===== config.mk =====
export PLATFORM = sky130hd
export DESIGN_NAME = palette_out
export DESIGN_NICKNAME = d
export VERILOG_FILES = /design/src/rtl/xv_pkg.sv /design/src/rtl/palette_out.sv
export SDC_FILE = /design/constraint.sdc
export NUM_CORES = 2
export LEC_CHECK = 0
export BUFFER_PORTS_ARGS = -buffer_cell sky130_fd_sc_hd__clkbuf_2
export CORE_AREA = 3 3 530 532
export CTS_CLUSTER_SIZE = 12
export DETAILED_ROUTE_END_ITERATION = 10
export DIE_AREA = 0 0 533 535
export PLACE_DENSITY = 0.66
export SYNTH_ARGS = -nofsm -noshare
export SYNTH_HDL_FRONTEND = slang
export SYNTH_SLANG_ARGS = --single-unit

===== constraint.sdc =====
create_clock -name clk -period 4.57 [get_ports clk]
set_input_delay 0.457 -clock clk [delete_from_list [all_inputs] [get_ports clk]]
set_output_delay 0.457 -clock clk [all_outputs]
set_load 0.02 [all_outputs]

===== src/rtl/xv_pkg.sv =====
////////////////////
// video block shared definitions
// widths, XR register map, interrupt bits
////////////////////
`default_nettype none

package xv_pkg;

    // data path
    localparam int WORD_W = 16;                 // host, VRAM and palette word

    typedef logic [WORD_W-1:0] word_t;          // one data word
    typedef logic [3:0]        nib_mask_t;      // write enable per nibble
    typedef logic [7:0]        color_idx_t;     // palette index
    typedef logic [3:0]        rgb4_t;          // one colour channel

    // XR address map
    // palette lives in 0x0000..0x00ff, colour in 0RGB layout
    localparam word_t XR_COLOR_BASE  = 16'h0000;
    localparam word_t XR_INTR_MASK   = 16'h8000; // interrupt enables
    localparam word_t XR_INTR_STATUS = 16'h8001; // pending, write one to clear
    localparam word_t XR_INTR_SET    = 16'h8002; // host event trigger

    // interrupt bits
    localparam int INTR_W      = 2;
    localparam int INTR_VBLANK = 0;             // start of vertical blank
    localparam int INTR_HOST   = 1;             // raised by host write

endpackage

`default_nettype wire


===== src/rtl/palette_out.sv =====
////////////////////
// palette lookup and video output register
////////////////////
`default_nettype none
`timescale 1ns/10ps

module palette_out
    import xv_pkg::*;
(
    input  wire logic       clk,
    input  wire logic       reset_i,
    input  wire logic       pal_wr_i,
    input  wire color_idx_t pal_addr_i,
    input  wire word_t      pal_wdata_i,    // 0RGB
    input  wire color_idx_t pix_index_i,
    input  wire logic       raw_de_i,
    input  wire logic       raw_hs_i,
    input  wire logic       raw_vs_i,
    output rgb4_t           red_o,
    output rgb4_t           green_o,
    output rgb4_t           blue_o,
    output logic            hsync_o,
    output logic            vsync_o,
    output logic            dv_de_o
);

    word_t pal_mem [256];
    word_t lookup;                          // registered palette read
    logic  de1;                             // syncs aligned with lookup
    logic  hs1;
    logic  vs1;

    // write port and lookup port
    always_ff @(posedge clk) begin
        if (pal_wr_i) begin
            pal_mem[pal_addr_i] <= pal_wdata_i;
        end
        lookup <= pal_mem[pix_index_i];
    end

    always_ff @(posedge clk) begin
        if (reset_i) begin
            de1     <= 1'b0;
            hs1     <= 1'b0;
            vs1     <= 1'b0;
            dv_de_o <= 1'b0;
            hsync_o <= 1'b0;
            vsync_o <= 1'b0;
            red_o   <= '0;
            green_o <= '0;
            blue_o  <= '0;
        end else begin
            de1     <= raw_de_i;
            hs1     <= raw_hs_i;
            vs1     <= raw_vs_i;
            dv_de_o <= de1;
            hsync_o <= hs1;
            vsync_o <= vs1;
            // black outside the display area
            red_o   <= de1 ? lookup[11:8] : '0;
            green_o <= de1 ? lookup[7:4]  : '0;
            blue_o  <= de1 ? lookup[3:0]  : '0;
        end
    end

endmodule

`default_nettype wire


# After elaboration in Yosys (flattened, before gate mapping)
# Memory sizes are Yosys's and may differ from the RTL's. A register that Yosys moved wholly into a read port is not among the register bits.
# Index checks and enable logic that the tools add are counted.
# Widths: inputs -> output; s select.
[word_totals]
out_inout_bits = 15
latch_bits = 0
word_cells = 14
reg_bits = 18
in_bits = 38
mem_count = 1
mem_bits_rw = 4096
mem_bits_ro = 0
[classes]
eq_ne = 0
bitwise_logic = 1
add_sub_neg = 0
n_reduce_logical = 1
shifts = 0
div = 0
n_mul = 0
n_lt_le_gt_ge = 0
n_mux = 2
[memory_table]
columns = ["name", "depth", "word_bits", "rd", "rd_ports_with_merged_regs", "write_ports", "line_no", "rtl"]
rows = [
  ["pal_mem", 256, 16, 1, 1, 1, "palette_out.sv:27", "word_t pal_mem [256];"],
]
[op_table]
columns = ["cell", "count"]
rows = [
  ["$mux 1", 2],
  ["$reduce_or 2->1", 1],
  ["$not 1->1", 1],
]

# Depth between registers and ports, before layout
[depth]
ltp_word = 2
depth_mapped = 11
depth_no_buf = 6

# Worst setup path before layout
# Ideal clock, no wire load.
[synth_path]
kind = "input port to flip-flop"
startpoint = "input pal_addr_i[3]"
endpoint = "memory pal_mem[235][0] (netlist name) (enable)"
setup_ns = 0.380
t_arrival_ns = 2.068
path_slack_ns = 2.122
stages = 6
path_cell_list = "clkbuf_1 -> nor2b_1 -> clkbuf_1 -> nand4_1 -> clkbuf_1 -> nor2_1"
[synth_rtl]
columns = ["item", "line_no", "rtl"]
rows = [
  ["start, declared", "palette_out.sv:13", "input wire color_idx_t pal_addr_i,"],
  ["end, declared", "palette_out.sv:27", ""],
]
# Straight into the memory's write port.

==> flow_summary.json <==
{
  "drc": 0,
  "fin_util": 0.488,
  "dp_hpwl_mm": 185,
  "grt_max_degree": 145,
  "area_growth_pct": 13.6,
  "setup_viol": 0,
  "routed_wl_mm": 304,
  "rsz0062_at_grt": "false",
  "avgSynthCellArea_um2": 21.6,
  "clock_power_share": 0.410,
  "grt_pass1_vias": 59711,
  "synth_edf_count": 3072,
  "grt.overflow.total": 0,
  "cp_cell_sequence": "buf_4 > buf_12 > nand2_1 > o22ai_1 > nor3_1 > nor4_1 > nor4_1",
  "synth_top_area_cell": "edfxtp_1",
  "fin_nets": 6042,
  "synth_cell_types": 63,
  "die_w_um": 533,
  "antenna_left": 0,
  "r2r_slack_ns": 1.93,
  "startpoint_type": "input port",
  "nFillCells": 21874,
  "yosys_register_bits": 3102,
  "coreArea_um2": 276000,
  "crit_type": "in -> reg",
  "p_switching_mw": 12.2,
  "fin_crit_ns": 2.95,
  "finalNonFillerCells": 9900,
  "cts.sinks": 3102,
  "cp_top_family": "simple AND/OR/NAND/NOR gates",
  "synthFlopType": "edfxtp_1",
  "worstMarginPinSlew_ns": 1.36,
  "cpMaxStageDelayCell": "nor4_1",
  "first_iter_violations": 7957,
  "synth_fa_ha_area_frac": 0,
  "ys_warn_count": 0,
  "io_pins": 53,
  "clk_pin_slew_worst_paths_ns": 0.06,
  "synth_nets": 5534,
  "finClkSkew_ns": 0.0559,
  "rows": 193,
  "finalInstanceArea_um2": 135000,
  "cts_buffer_depth": 4,
  "pwr-share-seq": 0.541,
  "start_util": 0.430,
  "yosysTopAreaCellShare": 0.776,
  "drive_gt1_frac": 0.256,
  "synth-compound-area-share": 0.0368,
  "die_area_um2": 285000,
  "cts_made_buffers": 331,
  "worst-path-buf-inv": 2,
  "cts-root-buf": "clkbuf_16",
  "grt_usage": 0.211,
  "status": "finished clean",
  "cpMostUsedCell": "nor4_1",
  "via_count": 59670,
  "dp_cells": 9368,
  "synth-xor-area-share": 0,
  "clk_latency_ns": 0.95,
  "leakagePower_nw": 42.2,
  "drt-pass1-iter-count": 6,
  "fmax_ghz": 0.339,
  "synthCells": 5496,
  "fin_crit_sh": 0.645,
  "io_buffers": 48,
  "relSlewSlack": 0.0890,
  "p_int_mw": 45.9,
  "vias_per_cell": 6.03,
  "hold_violations": 0,
  "layout_commonest_cell": "edfxtp_1",
  "ys_seq_area_frac": 0.781,
  "grt_antenna_before_repair": 20,
  "synthSimpleGateAreaFrac": 0.0210,
  "cts_resized": 0,
  "layout_common_cells": "3,072 x edfxtp_1, 648 x mux4_2, 419 x buf_4",
  "cts_tree": "done",
  "place.gp.congestion": 0.860,
  "slew_violations": 0,
  "drv_cap": 0,
  "fin_setup_tns_ns": 0,
  "die_h_um": 535,
  "wl_per_cell_um": 30.7,
  "place_area_um2": 126000,
  "htree_levels": 5,
  "synth_top_family_by_area": "multiplexers",
  "max_stage_delay_ns": 0.96,
  "syn_area_um2": 119000,
  "hp-start": "pal_wdata_i[6]",
  "grt_pass1_wl_mm": 435,
  "end_kind": "register",
  "p_sw_frac": 0.210,
  "power_frac_comb": 0.049,
  "fin_total_pwr_mw": 58.1,
  "max-vdd-ir-drop_mv": 0.292,
  "powerDensity_nw_per_um2": 430,
  "crit_start": "pix_index_i[2]",
  "critPathMaxFanout": 34,
  "synth_area_leaders": "edfxtp_1 78%, mux4_2 12%, mux2i_1 1.7%",
  "synthArstFlopShare": 0,
  "muxShareOfSynthArea": 0.143,
  "hold_class": "in -> reg",
  "worstPathArrival_ns": 3.73,
  "rr_startpoint": "pal_mem[15][4]",
  "required_ns": 5.36
}
-- cell type report --
cell class	count	area, um^2	area share
Multi-Input combinational cell	2056	23900	0.177
Antenna cell	13	32.5	0.000241
Tap cell	3705	4640	0.0343
Timing Repair Buffer	509	4310	0.0319
Clock inverter	72	459	0.00340
Sequential cell	3102	92800	0.687
Inverter	4	15.0	0.000111
Clock buffer	439	8810	0.0653
-- worst register-to-register path: stages, from the launching register on --
cell	delay, ns
edfxtp_1	0.37
mux4_2	0.49
a22oi_1	0.27
o31a_1	0.22
o21ai_0	0.33
a221oi_1	0.59
buf_4	0.24
nor4_1	0.05
-- registers in the layout (all words and copies together) (netlist names), 4 cells and up --
signal,cells
lookup,12
blue_o,4
red_o,4
pal_mem,3072
green_o,4
-- per-stage QoR --
step / hold WS, ns / setup slack, ns
after floorplan: 0.406 / 2.12
after global placement: 0.435 / 0.661
after detailed placement: 0.440 / 0.637
after CTS: 0.0164 / 1.64
after global routing: 0.0330 / 1.59
final: 0.0491 / 1.62
-- path summary, 6_finish.rpt --
| check | cells past startpoint | end |
|---|---|---|
| max | 7 | lookup[8] |
| min | 1 | pal_mem[163][6] |
| max reg2reg | 7 | lookup[4] |
| min reg2reg | 1 | vsync_o |
-- layer usage --
metal / vias up / share of wire / track usage
met4: 2 / 0.036 / 0.0760
met5: - / 0.000039 / 0
met3: 500 / 0.087 / 0.0380
li1: 24191 / - / -
met2: 3127 / 0.48 / 0.335
met1: 31850 / 0.40 / 0.295
-- kinds of logic (layout without fill, tap and decap cells) --
logic type      after synthesis  after routing
flops                      3102           3102
compound gates              638            638
simple gates                536            536
other cells                   0             13
buf+inv                     338           1024
mux                         882            882
-- timing repair --
item | 4_1_cts | 5_1_grt
buffers inserted | 0 | 0
endpoints found under the hold margin | 18 | 0
hold buffers | 8 | 0
-- Yosys cell counts, types with 8 or more instances --
| library cell | instances |
|---|---|
| nor4_1 | 37 |
| buf_4 | 35 |
| buf_8 | 8 |
| mux4_2 | 648 |
| nor2_1 | 282 |
| buf_1 | 14 |
| o21ai_1 | 8 |
| edfxtp_1 | 3072 |
| o21ai_0 | 26 |
| nor2b_1 | 30 |
| o22ai_1 | 90 |
| nor3_1 | 38 |
| buf_2 | 85 |
| a211oi_1 | 14 |
| mux2_2 | 29 |
| a22o_1 | 9 |
| nand3_1 | 37 |
| clkbuf_1 | 128 |
| buf_6 | 51 |
| dfxtp_1 | 30 |
| a21oi_1 | 145 |
| mux2i_1 | 205 |
| nand4_1 | 12 |
| o221ai_1 | 53 |
| nand2b_1 | 10 |
| nand2_1 | 44 |
| a221oi_1 | 19 |
| buf_12 | 12 |
| a22oi_1 | 237 |
| and2_1 | 14 |
-- power groups by stage --
stage                     registers, mW  clock network (mW)  logic [mW]
after CTS                          31.4                24.2        2.88
final                              31.4                23.8        2.87
after global placement             32.0                   0        2.82
after global routing               31.4                25.3        3.01
after floorplan                    32.0                   0        1.48
after detailed placement           32.0                   0        2.87
Note: power is estimated with default switching activity, not from simulation.
