File: config.mk
export PLATFORM = sky130hd
export DESIGN_NAME = host_port
export DESIGN_NICKNAME = d
export VERILOG_FILES = /design/src/rtl/xv_pkg.sv /design/src/rtl/host_port.sv
export SDC_FILE = /design/constraint.sdc
export NUM_CORES = 1
export LEC_CHECK = 0
export BUFFER_PORTS_ARGS = -buffer_cell sky130_fd_sc_hd__buf_2
export CAP_MARGIN = 20
export CORE_UTILIZATION = 38
export DETAILED_ROUTE_END_ITERATION = 16
export PLACE_DENSITY_LB_ADDON = 0.08
export RECOVER_POWER = 25
export SYNTH_ARGS = -nofsm -noshare
export SYNTH_HDL_FRONTEND = slang
export SYNTH_SLANG_ARGS = --single-unit
export TNS_END_PERCENT = 50
File: constraint.sdc
create_clock -name clk -period 3.7 [get_ports clk]
set_clock_uncertainty 0.1 [all_clocks]
set_input_delay 1.11 -clock clk [delete_from_list [all_inputs] [get_ports clk]]
set_output_delay 1.11 -clock clk [all_outputs]
set_load 0.02 [all_outputs]
File: src/rtl/xv_pkg.sv
////////////////////
// video block shared definitions
// widths, XR register map, interrupt bits
////////////////////
`default_nettype none

package xv_pkg;

    // data path
    localparam int WORD_W = 16;                 // host, VRAM and palette word

    typedef logic [WORD_W-1:0] word_t;          // one data word
    typedef logic [3:0]        nib_mask_t;      // write enable per nibble
    typedef logic [7:0]        color_idx_t;     // palette index
    typedef logic [3:0]        rgb4_t;          // one colour channel

    // XR address map
    // palette lives in 0x0000..0x00ff, colour in 0RGB layout
    localparam word_t XR_COLOR_BASE  = 16'h0000;
    localparam word_t XR_INTR_MASK   = 16'h8000; // interrupt enables
    localparam word_t XR_INTR_STATUS = 16'h8001; // pending, write one to clear
    localparam word_t XR_INTR_SET    = 16'h8002; // host event trigger

    // interrupt bits
    localparam int INTR_W      = 2;
    localparam int INTR_VBLANK = 0;             // start of vertical blank
    localparam int INTR_HOST   = 1;             // raised by host write

endpackage

`default_nettype wire

File: src/rtl/host_port.sv
////////////////////
// host port, valid/ready requests into VRAM, palette and
// interrupt registers, with two-cycle read return
////////////////////
`default_nettype none
`timescale 1ns/10ps

module host_port
    import xv_pkg::*;
(
    input  wire logic       clk,
    input  wire logic       reset_i,
    input  wire logic       host_valid_i,   // request present
    input  wire logic       host_wr_i,      // 1 = write
    input  wire logic       host_xr_i,      // 0 = VRAM, 1 = XR space
    input  wire word_t      host_addr_i,
    input  wire word_t      host_wdata_i,
    input  wire nib_mask_t  host_mask_i,
    input  wire logic       host_grant_i,   // VRAM free this cycle
    input  wire word_t      vram_rdata_i,   // one cycle after granted read
    input  wire logic       vblank_pulse_i,
    output logic            host_ready_o,
    output word_t           host_rdata_o,
    output logic            host_rvalid_o,
    output logic            vram_req_o,
    output logic            vram_wr_o,
    output word_t           vram_addr_o,
    output word_t           vram_wdata_o,
    output nib_mask_t       vram_mask_o,
    output logic            pal_wr_o,
    output color_idx_t      pal_addr_o,
    output word_t           pal_wdata_o,
    output logic            bus_intr_o      // one-cycle pulse
);

    logic              accept;              // transfer this edge
    logic              rd_accept;
    logic              pal_sel;
    logic              mask_sel;
    logic              status_sel;
    logic              set_sel;
    logic [INTR_W-1:0] intr_mask;
    logic [INTR_W-1:0] intr_status;
    logic [INTR_W-1:0] intr_event;
    logic [INTR_W-1:0] intr_clear;
    word_t             xr_rd_data;          // register value at accept
    logic              rd_v1;               // stage 1 of read pipe
    logic              rd_vram1;            // stage 1 source tag
    word_t             xr_data1;

    assign host_ready_o = host_grant_i;     // scanner fetch is the only stall
    assign accept       = host_valid_i & host_ready_o;
    assign rd_accept    = accept & ~host_wr_i;

    // XR decode
    assign pal_sel    = host_xr_i && (host_addr_i[15:8] == XR_COLOR_BASE[15:8]);
    assign mask_sel   = host_xr_i && (host_addr_i == XR_INTR_MASK);
    assign status_sel = host_xr_i && (host_addr_i == XR_INTR_STATUS);
    assign set_sel    = host_xr_i && (host_addr_i == XR_INTR_SET);

    // VRAM side, vram_share gates with the grant
    assign vram_req_o   = host_valid_i & ~host_xr_i;
    assign vram_wr_o    = host_wr_i;
    assign vram_addr_o  = host_addr_i;
    assign vram_wdata_o = host_wdata_i;
    assign vram_mask_o  = host_mask_i;

    // palette write lands on the accept edge
    assign pal_wr_o    = accept & host_wr_i & pal_sel;
    assign pal_addr_o  = host_addr_i[7:0];
    assign pal_wdata_o = host_wdata_i;

    // interrupt events and clears
    always_comb begin
        intr_event              = '0;
        intr_event[INTR_VBLANK] = vblank_pulse_i;
        intr_event[INTR_HOST]   = accept & host_wr_i & set_sel & host_wdata_i[INTR_HOST];
        intr_clear = (accept & host_wr_i & status_sel) ? host_wdata_i[INTR_W-1:0] : '0;
    end

    // XR read value, palette and unmapped read as zero
    always_comb begin
        xr_rd_data = '0;
        if (mask_sel) begin
            xr_rd_data[INTR_W-1:0] = intr_mask;
        end else if (status_sel) begin
            xr_rd_data[INTR_W-1:0] = intr_status;
        end
    end

    always_ff @(posedge clk) begin
        if (reset_i) begin
            intr_mask   <= '0;
            intr_status <= '0;
            bus_intr_o  <= 1'b0;
        end else begin
            if (accept && host_wr_i && mask_sel) begin
                intr_mask <= host_wdata_i[INTR_W-1:0];
            end
            // new, enabled and not already pending
            bus_intr_o  <= |(intr_event & intr_mask & ~intr_status);
            intr_status <= (intr_status | intr_event) & ~intr_clear;
        end
    end

    // read pipe control
    always_ff @(posedge clk) begin
        if (reset_i) begin
            rd_v1         <= 1'b0;
            host_rvalid_o <= 1'b0;
        end else begin
            rd_v1         <= rd_accept;
            host_rvalid_o <= rd_v1;
        end
    end

    // read pipe payload
    always_ff @(posedge clk) begin
        rd_vram1     <= ~host_xr_i;         // tag taken with the request
        xr_data1     <= xr_rd_data;
        host_rdata_o <= rd_vram1 ? vram_rdata_i : xr_data1;
    end

    a_rvalid_has_read : assert property (
        @(posedge clk) disable iff (reset_i)
        host_rvalid_o |-> $past(rd_accept, 2)
    );

endmodule

`default_nettype wire

After elaboration in Yosys (flattened, before gate mapping)
Index checks and enable logic that the tools add are counted.
{ "word_totals": {"out_inout_bits": 82, "reg_bits": 26, "in_bits": 59, "mem_count": 0, "word_cells": 40, "ramBits": 0, "latchBits": 0, "romBits": 0} }
{ "classes": {"div": 0, "n_mul": 0, "reduce_logical": 8, "n_bitwise": 16, "add_sub_neg": 0, "n_lt_le_gt_ge": 0, "n_eq_ne": 3, "n_mux": 4, "shifts": 0} }
{ "op_table": {"columns": ["operator", "n"], "rows": [
  ["16-bit == test (second input constant)", 3],
  ["1-bit bitwise AND", 8],
  ["8-bit zero test", 1],
  ["2-bit 2-to-1 mux", 4],
  ["2-bit bitwise AND", 3],
  ["1-bit logical AND", 6],
  ["2-bit NOT", 2],
  ["1-bit NOT", 2],
  ["2-bit OR", 1],
  ["2-bit OR reduction", 1]
]} }

Logic depth before layout (Yosys ltp)
{ "depth": {"ltp_word": 7, "mapped_depth": 4, "ltp_nobuf": 4} }

Least setup slack after synthesis
OpenSTA, ideal clock, no wires.
{ "synth_timing": {"path_type": "input to output", "startpoint": "input host_addr_i[10]", "endpoint": "output pal_wr_o", "required_ps": 2490, "path_stages": 2, "slack_ps": 113, "arrival_ps": 2377, "path_cell_list": "or4_4 nor4_1"} }
{ "synth_via": {"elab_chain_len": 3} }
{ "synth_rtl": {"columns": ["item", "line", "rtl"], "rows": [
  ["start, declared", "host_port.sv:16", "input wire word_t host_addr_i,"],
  ["8-bit zero test", "host_port.sv:56", "assign pal_sel = host_xr_i && (host_addr_i[15:8] == XR_COLOR_BASE[15:8]);"],
  ["1-bit logical AND", "host_port.sv:56", null],
  ["1-bit bitwise AND", "host_port.sv:69", "assign pal_wr_o = accept & host_wr_i & pal_sel;"],
  ["end, declared", "host_port.sv:30", "output logic pal_wr_o,"]
]} }
No other way between the ends.

Final worst setup path
Same ends and word-level chain as after synthesis.

==> results.toml <==
[run_status]
status = "finished, final reports clean"

[timing]
relSlewSlack_pct = 63.87
period_needed_ns = 3.446
rsz0062_at_grt = "false"
fin_hold_ws_ns = 0.3601
hold_violations = 0
finalCritPeriodShare_pct = 93.13
setup-tns-final_ns = 0
fmax_ghz = 0.2902
worst-slew-pin-transition_ns = 0.5370
drv_slew = 0
setup_ws_ns = 0.2542
finalSetupViolCount = 0

[synthesis]
synthAdderAreaFrac_pct = 0
yosysTopAreaCell = "dfxtp_1"
yosysTopAreaCellShare_pct = 38.03
synthMuxAreaShare_pct = 3.108
synth-seq-cells = 26
syn_area_sq_mm = 0.001369
synth_compound_area_share_pct = 3.656
synth-xor-area-share_pct = 0
postSynthCellCount = 149
async_reset_ff_share_pct = 0
netlist_top_cells_area = "dfxtp_1 38%, buf_4 34%, and2_1 6.9%"
syn_nets = 208
synth_top_family_by_area = "buffers and inverters"
synth-simple-area-share_pct = 20.11
yosys_warnings = 0
ys_seq_area_share_pct = 38.03
synth_cell_types = 25
synthFlopType = "dfxtp_1"
syn_avg_cell_area_sq_um = 9.187
netlist_top_cells_count = "62 x buf_4, 26 x dfxtp_1, 15 x and2_1, 5 x nand3_1"
synth_edf_count = 0
yosys.cell_count.top_type = "buf_4"

[clock_tree]
numCtsBuffers = 3
clk_pin_slew_ns = 0.12
cts-root-buf = "clkbuf_4"
cts_tree = "yes"
hold_buffers = 0
clock_latency_ns = 0.32
cts_max_level = 1
clk_path_buf_depth = 2
cts_sinks = 26
cts_resized = 0
post-cts-setup-buffers = 0

[routing]
vias = 979
wl_per_cell_microns = 11.64
ant_nets = 0
drc = 0
first_iter_violations = 25
vias_per_cell = 4.351
dr.pass1.iters = 4
routed_wl_microns = 2619

[floorplanning]
rows = 21
die_y_microns = 62.02
start_util_pct = 40.38
io_pins = 141
fp.dieArea_sq_mm = 0.003846
dieWidth_microns = 62.02
core-area_sq_mm = 0.003390

[global_route]
grt_pass1_wl_microns = 3615
grt_overflow = 0
antenna_found_initial = 0
grt_pass1_vias = 856
globalRouteTotalUtil_pct = 12.92
grt_max_degree = 17

[worst_setup_path]
cp.arrival_ns = 2.24
crit_path_start_kind = "input port"
cp.required_ns = 2.49
crit_type = "in -> out"
cp-end-kind = "primary output"
critPathMaxFanout = 4

[layout]
fin_nets = 239
area_growth_pct = 5.484
fill_cells = 352
n_antenna_cell = 0
regArea_sq_um = 520.5
multi_input_area_sq_um = 367.9
final_area_sq_mm = 0.001444
drive_above_1_share_pct = 50.28

[pwr]
irDropWorstVdd_uv = 192.1
p_total_uw = 589.0
power_density_mw_per_mm2 = 407.9
leakage_nw = 0.6940

[place]
io_buffers = 90
dpl-instance-area_sq_mm = 0.001404
gp_congestion = 0.6862
hpwl_microns = 2177
place_ws_ns = 0.2420

[job]
max_cap_violations = 0

[min_path]
worstHoldPathType = "reg -> reg"
stage by stage:
| stage | instances | util, % |
|---|---|---|
| final | 225 | 42.60 |
| after global routing | 225 | 42.60 |
| after CTS | 225 | 42.97 |
| after detailed placement | 221 | 41.42 |
| after global placement | 221 | 41.42 |
| after floorplan | 149 | - |
flip-flops by register name, summed over array words and instances, names as in the netlist:
name           cells
xr_data1           2
rd_v1              1
host_rvalid_o      1
intr_mask          2
bus_intr_o         1
intr_status        2
host_rdata_o      16
rd_vram1           1
logic make-up after synthesis:
group	after synthesis
buf+inv	66
mux	4
flops	26
simple gates	45
compound gates	8
critical path: stages:
cell and delay, ns:
buf_2 0.10, or4_4 0.55, nor4_1 0.27, buf_2 0.21
report_power, final:
| part | switching, mW | leakage (nW) | internal [mW] |
|---|---|---|---|
| clock network | 0.0805 | 0.0279 | 0.110 |
| logic | 0.0628 | 0.451 | 0.0407 |
| registers | 0.00460 | 0.215 | 0.291 |
cells in the final DEF, fill, tap and decap left out:
cell type,Yosys,routed
mux2_2,2,2
a21oi_1,4,4
o21ai_0,2,2
inv_1,2,2
o31ai_2,1,1
nor3_1,2,2
mux2i_1,2,2
buf_2,0,80
clkbuf_4,0,3
bufinv_16,0,1
and2_0,0,4
nor2b_1,3,3
o21a_1,1,1
nor2_1,4,4
nand3b_1,1,1
dfxtp_1,26,26
or4_1,1,1
clkbuf_1,2,10
nand2_1,2,2
or3_2,1,1
nor4_1,3,3
or3_1,1,1
and3_1,1,1
nand4_1,3,3
nand3_1,5,5
or4_4,2,2
and2_1,15,11
or4b_1,1,1
layer usage:
layer | global-route usage, % | part of all wire (%) | wire [microns] | vias up
met4 | 7.619 | 1.3 | 33 | 0
met5 | 0 | 0 | 0 | -
li1 | - | - | - | 491
met3 | 2.484 | 8.9 | 233 | 4
met1 | 12.56 | 36 | 943 | 420
met2 | 24.92 | 54 | 1409 | 64
area by class of cell:
cell class              count  share of cell area [%]
multi-input cells          57                   25.48
repair buffers             90                   30.33
inverters                   2                  0.5199
flip-flops and latches     26                   36.05
clock inverters             1                   2.080
well taps                  46                   3.986
clock buffers               3                   1.560
worst paths after layout:
kind,from,to,slack (ns),depth (start not counted)
worst min-delay path,rd_v1$_SDFF_PP0_,host_rvalid_o$_SDFF_PP0_,0.36,1
worst max-delay path,host_addr_i[10],pal_wr_o,0.25,4
worst max register to register,rd_vram1$_DFF_P_,host_rdata_o[1]$_DFF_P_,2.50,1
worst min register to register,rd_v1$_SDFF_PP0_,host_rvalid_o$_SDFF_PP0_,0.36,1
Power figures use the tool's default switching activity.
