File: config.mk
export PLATFORM = sky130hd
export DESIGN_NAME = raster_scan
export DESIGN_NICKNAME = d
export VERILOG_FILES = /design/src/rtl/xv_pkg.sv /design/src/rtl/raster_scan.sv
export SDC_FILE = /design/constraint.sdc
export NUM_CORES = 1
export LEC_CHECK = 0
export ABC_AREA = 1
export BUFFER_PORTS_ARGS = -buffer_cell sky130_fd_sc_hd__buf_4
export CAP_MARGIN = 40
export CELL_PAD_IN_SITES_DETAIL_PLACEMENT = 0
export CELL_PAD_IN_SITES_GLOBAL_PLACEMENT = 1
export CORE_ASPECT_RATIO = 0.9
export CORE_UTILIZATION = 36
export CTS_CLUSTER_DIAMETER = 60
export CTS_CLUSTER_SIZE = 16
export DETAILED_ROUTE_END_ITERATION = 6
export PLACE_DENSITY_LB_ADDON = 0.15
export SLEW_MARGIN = 25
export SYNTH_ARGS = -nofsm -noshare
export SYNTH_HDL_FRONTEND = slang
export SYNTH_SLANG_ARGS = --single-unit
File: constraint.sdc
create_clock -name clk -period 2.5 [get_ports clk]
set_input_delay 0.375 -clock clk [delete_from_list [all_inputs] [get_ports clk]]
set_output_delay 0.375 -clock clk [all_outputs]
set_load 0.01 [all_outputs]
File: src/rtl/xv_pkg.sv
////////////////////
// video block shared definitions
// widths, XR register map, interrupt bits
////////////////////
`default_nettype none

package xv_pkg;

    // data path
    localparam int WORD_W = 16;                 // host, VRAM and palette word

    typedef logic [WORD_W-1:0] word_t;          // one data word
    typedef logic [3:0]        nib_mask_t;      // write enable per nibble
    typedef logic [7:0]        color_idx_t;     // palette index
    typedef logic [3:0]        rgb4_t;          // one colour channel

    // XR address map
    // palette lives in 0x0000..0x00ff, colour in 0RGB layout
    localparam word_t XR_COLOR_BASE  = 16'h0000;
    localparam word_t XR_INTR_MASK   = 16'h8000; // interrupt enables
    localparam word_t XR_INTR_STATUS = 16'h8001; // pending, write one to clear
    localparam word_t XR_INTR_SET    = 16'h8002; // host event trigger

    // interrupt bits
    localparam int INTR_W      = 2;
    localparam int INTR_VBLANK = 0;             // start of vertical blank
    localparam int INTR_HOST   = 1;             // raised by host write

endpackage

`default_nettype wire

File: src/rtl/raster_scan.sv
////////////////////
// raster scanner, counters, syncs and
// one VRAM fetch per visible pixel
////////////////////
`default_nettype none
`timescale 1ns/10ps

module raster_scan
    import xv_pkg::*;
#(
    parameter int H_VISIBLE = 16,
    parameter int H_TOTAL   = 24,
    parameter int V_VISIBLE = 8,
    parameter int V_TOTAL   = 12,
    parameter int VRAM_AW   = 12
) (
    input  wire logic           clk,
    input  wire logic           reset_i,
    input  wire word_t          pix_word_i,     // word fetched last cycle
    output logic                fetch_en_o,
    output logic [VRAM_AW-1:0]  fetch_addr_o,
    output color_idx_t          pix_index_o,
    output logic                raw_de_o,
    output logic                raw_hs_o,
    output logic                raw_vs_o,
    output logic                vblank_pulse_o
);

    localparam int HW = $clog2(H_TOTAL);
    localparam int VW = $clog2(V_TOTAL);

    // sync runs over the first half of each blanking interval
    localparam int H_SYNC_END = H_VISIBLE + (H_TOTAL - H_VISIBLE) / 2;
    localparam int V_SYNC_END = V_VISIBLE + (V_TOTAL - V_VISIBLE) / 2;

    localparam logic [HW-1:0] H_VIS_C  = HW'(H_VISIBLE);
    localparam logic [HW-1:0] H_LAST_C = HW'(H_TOTAL - 1);
    localparam logic [HW-1:0] H_SE_C   = HW'(H_SYNC_END);
    localparam logic [VW-1:0] V_VIS_C  = VW'(V_VISIBLE);
    localparam logic [VW-1:0] V_LAST_C = VW'(V_TOTAL - 1);
    localparam logic [VW-1:0] V_SE_C   = VW'(V_SYNC_END);

    logic [HW-1:0]      h_cnt;              // pixel in line
    logic [VW-1:0]      v_cnt;              // line in frame
    logic               h_last;
    logic               v_last;
    logic               vis;
    logic               hs;
    logic               vs;
    logic [VRAM_AW-1:0] addr_q;             // running fetch address

    assign h_last = (h_cnt == H_LAST_C);
    assign v_last = (v_cnt == V_LAST_C);
    assign vis    = (h_cnt < H_VIS_C) && (v_cnt < V_VIS_C);
    assign hs     = (h_cnt >= H_VIS_C) && (h_cnt < H_SE_C);
    assign vs     = (v_cnt >= V_VIS_C) && (v_cnt < V_SE_C);

    assign fetch_en_o     = vis;            // combinational from counters
    assign fetch_addr_o   = addr_q;
    assign vblank_pulse_o = (h_cnt == '0) && (v_cnt == V_VIS_C);
    assign pix_index_o    = pix_word_i[7:0]; // low byte picks the colour

    always_ff @(posedge clk) begin
        if (reset_i) begin
            h_cnt  <= '0;
            v_cnt  <= '0;
            addr_q <= '0;
        end else begin
            if (h_last) begin
                h_cnt <= '0;
                v_cnt <= v_last ? '0 : v_cnt + 1'b1;
            end else begin
                h_cnt <= h_cnt + 1'b1;
            end
            // visible lines are back to back, so a plain
            // count gives line * H_VISIBLE + pixel
            if (h_last && v_last) begin
                addr_q <= '0;
            end else if (vis) begin
                addr_q <= addr_q + 1'b1;    // wraps at 2^VRAM_AW
            end
        end
    end

    // one stage to line up with the returned word
    always_ff @(posedge clk) begin
        if (reset_i) begin
            raw_de_o <= 1'b0;
            raw_hs_o <= 1'b0;
            raw_vs_o <= 1'b0;
        end else begin
            raw_de_o <= vis;
            raw_hs_o <= hs;
            raw_vs_o <= vs;
        end
    end

    a_h_in_range : assert property (
        @(posedge clk) disable iff (reset_i)
        h_cnt < HW'(H_TOTAL)
    );

endmodule

`default_nettype wire

# After elaboration in Yosys (flattened, before gate mapping)
# Cells that the tools add are included.
[totals]
reg_bits = 24
output_inout_bits = 25
elab_cells = 27
[classes]
n_addsub = 3
reduce_logical = 8
order_cmp = 6
n_eq_ne = 3
n_mux = 1
[ops]
columns = ["operator", "n"]
rows = [
  ["$add A12 B1 Y12 const B", 1],
  ["$lt A5 B5 Y1 const B", 2],
  ["$eq A4 B4 Y1 const B", 2],
  ["$lt A4 B4 Y1 const B", 2],
  ["$add A5 B1 Y5 const B", 1],
  ["$eq A5 B5 Y1 const B", 1],
  ["$ge A5 B5 Y1 const B", 1],
  ["$logic_and A1 B1 Y1", 5],
  ["$logic_not A5 Y1", 1],
  ["$add A4 B1 Y4 const B", 1],
  ["$ge A4 B4 Y1 const B", 1],
  ["$mux W4", 1],
  ["$reduce_or A2 Y1", 2],
]

# Depth between registers and ports, before layout
# Gate-level depths: netlist of the first run.
[depth]
ltp_word = 3
ltp_mapped = 9

# Worst setup path after synthesis of the first run
# No wires, ideal clock.
[synth_path]
kind = "register -> output"
from = "register v_cnt[0]"
to = "output vblank_pulse_o"
setup_slack_ns = 1.188
t_required_ns = 2.125
path_buffers = 0
stages_incl_launch_ff = 5
arrival_ns = 0.937
path_cell_list = "dfxtp_1 > inv_1 > ha_1 > nand3_1 > nor4_1"
[synth_via]
elab_chain_cells = 2
[synth_rtl]
columns = ["item", "line_no", "text"]
rows = [
  ["from (decl)", "raster_scan.sv:44", "logic [VW-1:0] v_cnt;"],
  ["from (signal assigned)", "raster_scan.sv:71", "v_cnt <= v_last ? '0 : v_cnt + 1'b1;"],
  ["$eq A4 B4 Y1", "raster_scan.sv:60", "assign vblank_pulse_o = (h_cnt == '0) && (v_cnt == V_VIS_C);"],
  ["$logic_and A1 B1 Y1", "raster_scan.sv:60", ""],
  ["to (decl)", "raster_scan.sv:26", "output logic vblank_pulse_o"],
]
# Every way passes these cells.

# Final worst setup path of the first run
# Same ends and word-level chain as after synthesis.

==> results of run 1 <==
-- layout by cell type, fill, tap and decap left out, drive strengths merged --
cell / count
xor2: 3
o21ai: 3
nand4: 3
nand3: 6
nor3: 4
nand2: 40
inv: 27
a21oi: 8
clkbuf: 4
nor2: 33
ha: 5
dfxtp: 24
nor4: 2
buf: 18
-- cell type report --
cell class,instances,area (um^2)
fillers,325,1723
multi-input cells,107,566.8
flip-flops and latches,24,480.5
repair buffers,18,135.1
inverters,27,101.3
clock buffers,4,55.05
well taps,42,52.55
-- report_power, final --
part,switching [mW],internal [mW]
clock network,0.123,0.141
logic,0.0244,0.0200
registers,0.0108,0.391
total,0.159,0.551
-- stage by stage --
step                      instance area, um^2  util [%]  hold slack [ns]  total power, mW  cells
final                                    1391     44.68           0.3286           0.7102    222
after global routing                     1391     44.68           0.3215           0.7465    222
after CTS                                1391     44.68           0.3189           0.7239    222
after detailed placement                 1336     42.91           0.4697           0.4557    218
after global placement                   1336     42.91           0.4439           0.4551    218
after floorplan                          1209         -           0.4300           0.4515    166
-- worst reg2reg max path, delay by kind of cell (launching register included) --
kind	cells	cell delay [ns]
simple gates	4	0.39
flops	1	0.35
compound gates	1	0.23
fa+ha+maj	1	0.22
buf+inv	2	0.13
-- sequential cells by signal, summed over array words and instances (netlist names) --
name / count
fetch_addr_o: 12
raw_hs_o: 1
v_cnt: 4
h_cnt: 5
raw_vs_o: 1
raw_de_o: 1
-- final timing paths --
path / endpoint / slack [ns] / cells past startpoint
worst max-delay path: vblank_pulse_o / 0.85 / 5
worst min-delay path: raw_de_o / 0.33 / 2
worst max register to register: fetch_addr_o[11] / 1.13 / 8
worst min register to register: h_cnt[0] / 0.48 / 1
-- cells by family after synthesis --
kind of cell    count (synthesis)  share of synthesized area (%)
fa+ha+maj                       5                          5.176
compound gates                 11                          5.486
xor+xnor                        3                          2.174
flops                          24                          39.75
buf+inv                        35                          13.35
simple gates                   88                          34.06
-- per-layer routing --
metal / vias up / track usage, %
met2: 16 / 21.97
li1: 530 / -
met3: 10 / 3.600
met4: 0 / 5.648
met1: 415 / 17.22
met5: - / 0
==> out/qor.yml, run 1 <==
yosys_register_bits: 24
clockBufferDepth: 2
ys_types: 21
power_density_mw_per_mm2: 510.4
crit_start: "v_cnt[0]"
arrival_ns: 1.27
route.detailed.drc: 0
cts_tree: "done"
power.leakage_nw: 0.6380
dp_hpwl_um: 1680
die_area_mm2: 0.003593
post-route-period-util_pct: 65.82
postCtsSetupRepairBufs: 0
netlist_top_cells_count: "nand2_1, nor2_1, dfxtp_1, inv_1, buf_4"
seq_area_frac_synth_pct: 39.75
cts-root-buf: "clkbuf_8"
drtIter0Drc: 42
track_usage_pct: 13.60
fin_tns_setup_ns: 0
path_class: "flip-flop to output pin"
end_kind: "output pin"
top_layer: "met4"
setup_ws_ns: 0.8544
wire_per_inst_um: 9.833
num_rows: 19
maxCapViolCount: 0
synthTopCellsByArea: "dfxtp_1, nand2_1, nor2_1, inv_1, ha_1"
gp_congestion: 0.7534
critPathTopFamily: "flip-flops"
maxSlewHeadroom_pct: 82.82
viasPerCell: 4.374
netlist.top_cell.by_area: "dfxtp_1"
cts.repair.resized: 0
grt_max_degree: 14
worst_pin_slew_ns: 0.2568
clkTransAtPathRegs_ns: 0.09
status: "finished, final reports clean"
portBuffers: 18
hold_viol_final: 0
overflow: 0
cts_buffers: 3
slowest_stage: "dfxtp_1"
synth_area_mm2: 0.001209
start_util_pct: 38.81
drt-met1-wl_um: 1086
finalNetCount: 204
min_path_type: "primary input to flip-flop"
htree_num_levels: 1
die_h_um: 56.97
drive_gt1_share_pct: 21.11
syn_nets: 189
drt-pass1-iter-count: 4
n_antenna_cell: 0
r2r_start: "h_cnt[0]"
holdCritStartpoint: "reset_i"
async_reset_ff_share_pct: 0
period_minus_slack_ns: 1.646
synth-edff-count: 0
detailedPlace.worstSlack_ns: 1.133
crit_buf_inv: 2
ys_warn_count: 0
dominantRegCellSynth: "dfxtp_1"
syn2layout_area_growth_pct: 15.11
ant_nets: 0
cts.sinks: 24
wl_met3_um: 119
rsz0062_at_grt: "no"
grt_pass1_vias: 905
crit_required_ns: 2.12
via_count: 971
dr_wl_met2_um: 919
max_freq_mhz: 607.7
crit_path_max_fanout: 3
core_area_mm2: 0.003114
insertion_delay_ns: 0.27
synth.most_common_cell: "nand2_1"
syn_inst: 166
slew_viol_final: 0
die_w_um: 63.08
finalClockSkew_ns: 0.004837
irDropWorstVdd_uv: 264.4
grt_pass1_wl_um: 3836
cp_cell_sequence: "inv_1 > ha_1 > nand3_1 > nor4_1 > buf_4"
synth_top_area_share_pct: 39.75
setup_viol: 0
critPathLaunchType: "flip-flop"
wirelength_um: 2183
antenna_found_initial: 0
syn_area_per_cell_um2: 7.281
cts_hold_buffers: 0
io_pins: 43
cp_slowest_stage_delay_ns: 0.33
Note: power is estimated with default switching activity, not from simulation.
==> inputs of run 2 (changes only) <==
Settings changed: CORE_UTILIZATION 36 to 30.
Clock period 2.5 ns to 1.4 ns, I/O delays scaled along.
==> out/qor.yml, run 2 (synthesis gave the netlist of run 1 again) <==
status: "finished, violations left"
violations: "setup timing"
max_freq_mhz: 702.8
finalPower_mw: 1.246  # +76%
grt_pass1_wl_um: 4264  # +11%
cts-root-buf: "clkbuf_8"
fin_tns_setup_ns: -0.02281  # -0.02281 ns
postLayoutCoreUtil_pct: 39.88  # -4.8 points
cp_slowest_stage_delay_ns: 0.33  # about the same
cts_tree: "done"
critPathTopFamily: "flip-flops"
ant_nets: 0  # unchanged
seqCellArea_um2: 484.2  # +0.78%
start_util_pct: 31.94  # -6.9 points
crit_required_ns: 1.19  # -0.93 ns
num_rows: 21  # +2
finalNetCount: 212  # +3.9%
core_area_mm2: 0.003784  # +21%
min_path_type: "primary input to flip-flop"
cp_cell_sequence: "buf_6 > inv_4 > ha_4 > nand3_2 > nor4_2 > buf_4"
period_minus_slack_ns: 1.423
dp_hpwl_um: 1863  # +11%
dpl.cell_count: 225  # +3.2%
wire_per_inst_um: 11.05  # +12%
path_class: "flip-flop to output pin"
via_count: 1023  # +5.4%
nFillCells: 426  # +31%
crit_path_max_fanout: 2  # -1
grt_max_degree: 13  # -1
die_area_mm2: 0.004287  # +19%
setup_ws_ns: -0.02281  # -0.8772 ns
antenna_found_initial: 0  # unchanged
drt-pass1-iter-count: 2  # -2
track_usage_pct: 13.32  # -0.28 points
maxSlewHeadroom_pct: 80.94  # -1.9 points
clkTransAtPathRegs_ns: 0.08  # about the same
rsz0062_at_grt: "yes"
multiInputGateArea_um2: 620.6  # +9.5%
die_w_um: 68.91  # +9.2%
n_antenna_cell: 0  # unchanged
power_density_mw_per_mm2: 826.0  # +62%
drtIter0Drc: 31  # -26%
cts_buffers: 3  # unchanged
cts.sinks: 24  # unchanged
setup_viol: 1  # +1
viasPerCell: 4.391  # +0.38%
slew_viol_final: 0  # unchanged
gp_congestion: 0.7727  # +2.6%
insertion_delay_ns: 0.26  # about the same
wirelength_um: 2574  # +18%
cts_hold_buffers: 0  # unchanged
largest_reg_flops: 12  # unchanged
post-route-period-util_pct: 101.6
arrival_ns: 1.21  # -0.06 ns
htree_num_levels: 1  # unchanged
slowest_stage: "dfxtp_2"
worst_pin_slew_ns: 0.2848  # +0.02799 ns
crit_buf_inv: 3  # +1
end_kind: "output pin"
portBuffers: 18  # unchanged
final_cells: 233  # +5.0%
io_pins: 43  # unchanged
clockBufferDepth: 2  # unchanged
grt_pass1_vias: 947  # +4.6%
critPathLaunchType: "flip-flop"
route.detailed.drc: 0  # unchanged
overflow: 0  # unchanged
final_cell_mix: "nand2_1, nor2_1, buf_4"
die_h_um: 62.22  # +9.2%
power.leakage_nw: 0.6948  # +8.9%
layout.cells.most_common: "nand2_1"
finalClockSkew_ns: 0.003503  # -0.001334 ns
hold_viol_final: 0  # unchanged
drive_gt1_share_pct: 31.02  # +9.9 points
syn2layout_area_growth_pct: 24.84
postPlaceCellArea_mm2: 0.001364  # +2.1%
final_cell_area_mm2: 0.001509  # +8.5%
maxCapViolCount: 0  # unchanged
irDropWorstVdd_uv: 390.5  # +48%
-- run 2: final timing paths --
check        depth (start not counted)  startpoint               end  slack, ns
max                                  6    h_cnt[0]    vblank_pulse_o      -0.02
min                                  2     reset_i          raw_de_o       0.17
max reg2reg                          9    h_cnt[0]  fetch_addr_o[11]       0.05
min reg2reg                          1    v_cnt[1]          raw_vs_o       0.46
-- run 2: power by group --
part / total (mW) / internal (mW) / switching (mW)
Clock: 0.411 / 0.193 / 0.219
Combinational: 0.120 / 0.0572 / 0.0632
Sequential: 0.715 / 0.698 / 0.0166
-- run 2: metal layers --
layer	up-vias	track usage [%]	wire length, um
li1	545	-	-
met1	459	16.50	1246
met2	15	21.72	1180
met3	4	4.412	126
met4	0	3.316	20
met5	-	0	0
-- run 2: final cells by class --
class                      count  share of cell area (%)
clock buffer                   3                   2.736
inverter                      27                   7.048
multi-input combinational    107                   41.13
sequential                    24                   32.09
tap                           46                   3.814
timing repair buffer          26                   13.18
-- run 2: stage by stage --
step	hold WS, ns	setup slack, ns
finish	0.1708	-0.02281
CTS	0.1678	-0.1110
detailed placement	0.4201	0.03110
global placement	0.4201	0.05368
floorplan	0.2817	0.1969
global route	0.1661	-0.1097
-- run 2: repair_timing --
action	in CTS	in global routing
endpoints found under the setup margin	1	16
buffers inserted	2	3
pin swaps	5	6
cloned	0	0
gates resized for setup	14	6
-- run 2: worst register-to-register path, delay by kind of cell (launching register included) --
| family | cells | cell delay (ns) |
|---|---|---|
| simple gates | 4 | 0.32 |
| fa+ha+maj | 1 | 0.16 |
| buf+inv | 3 | 0.23 |
| flops | 1 | 0.33 |
| compound gates | 1 | 0.26 |
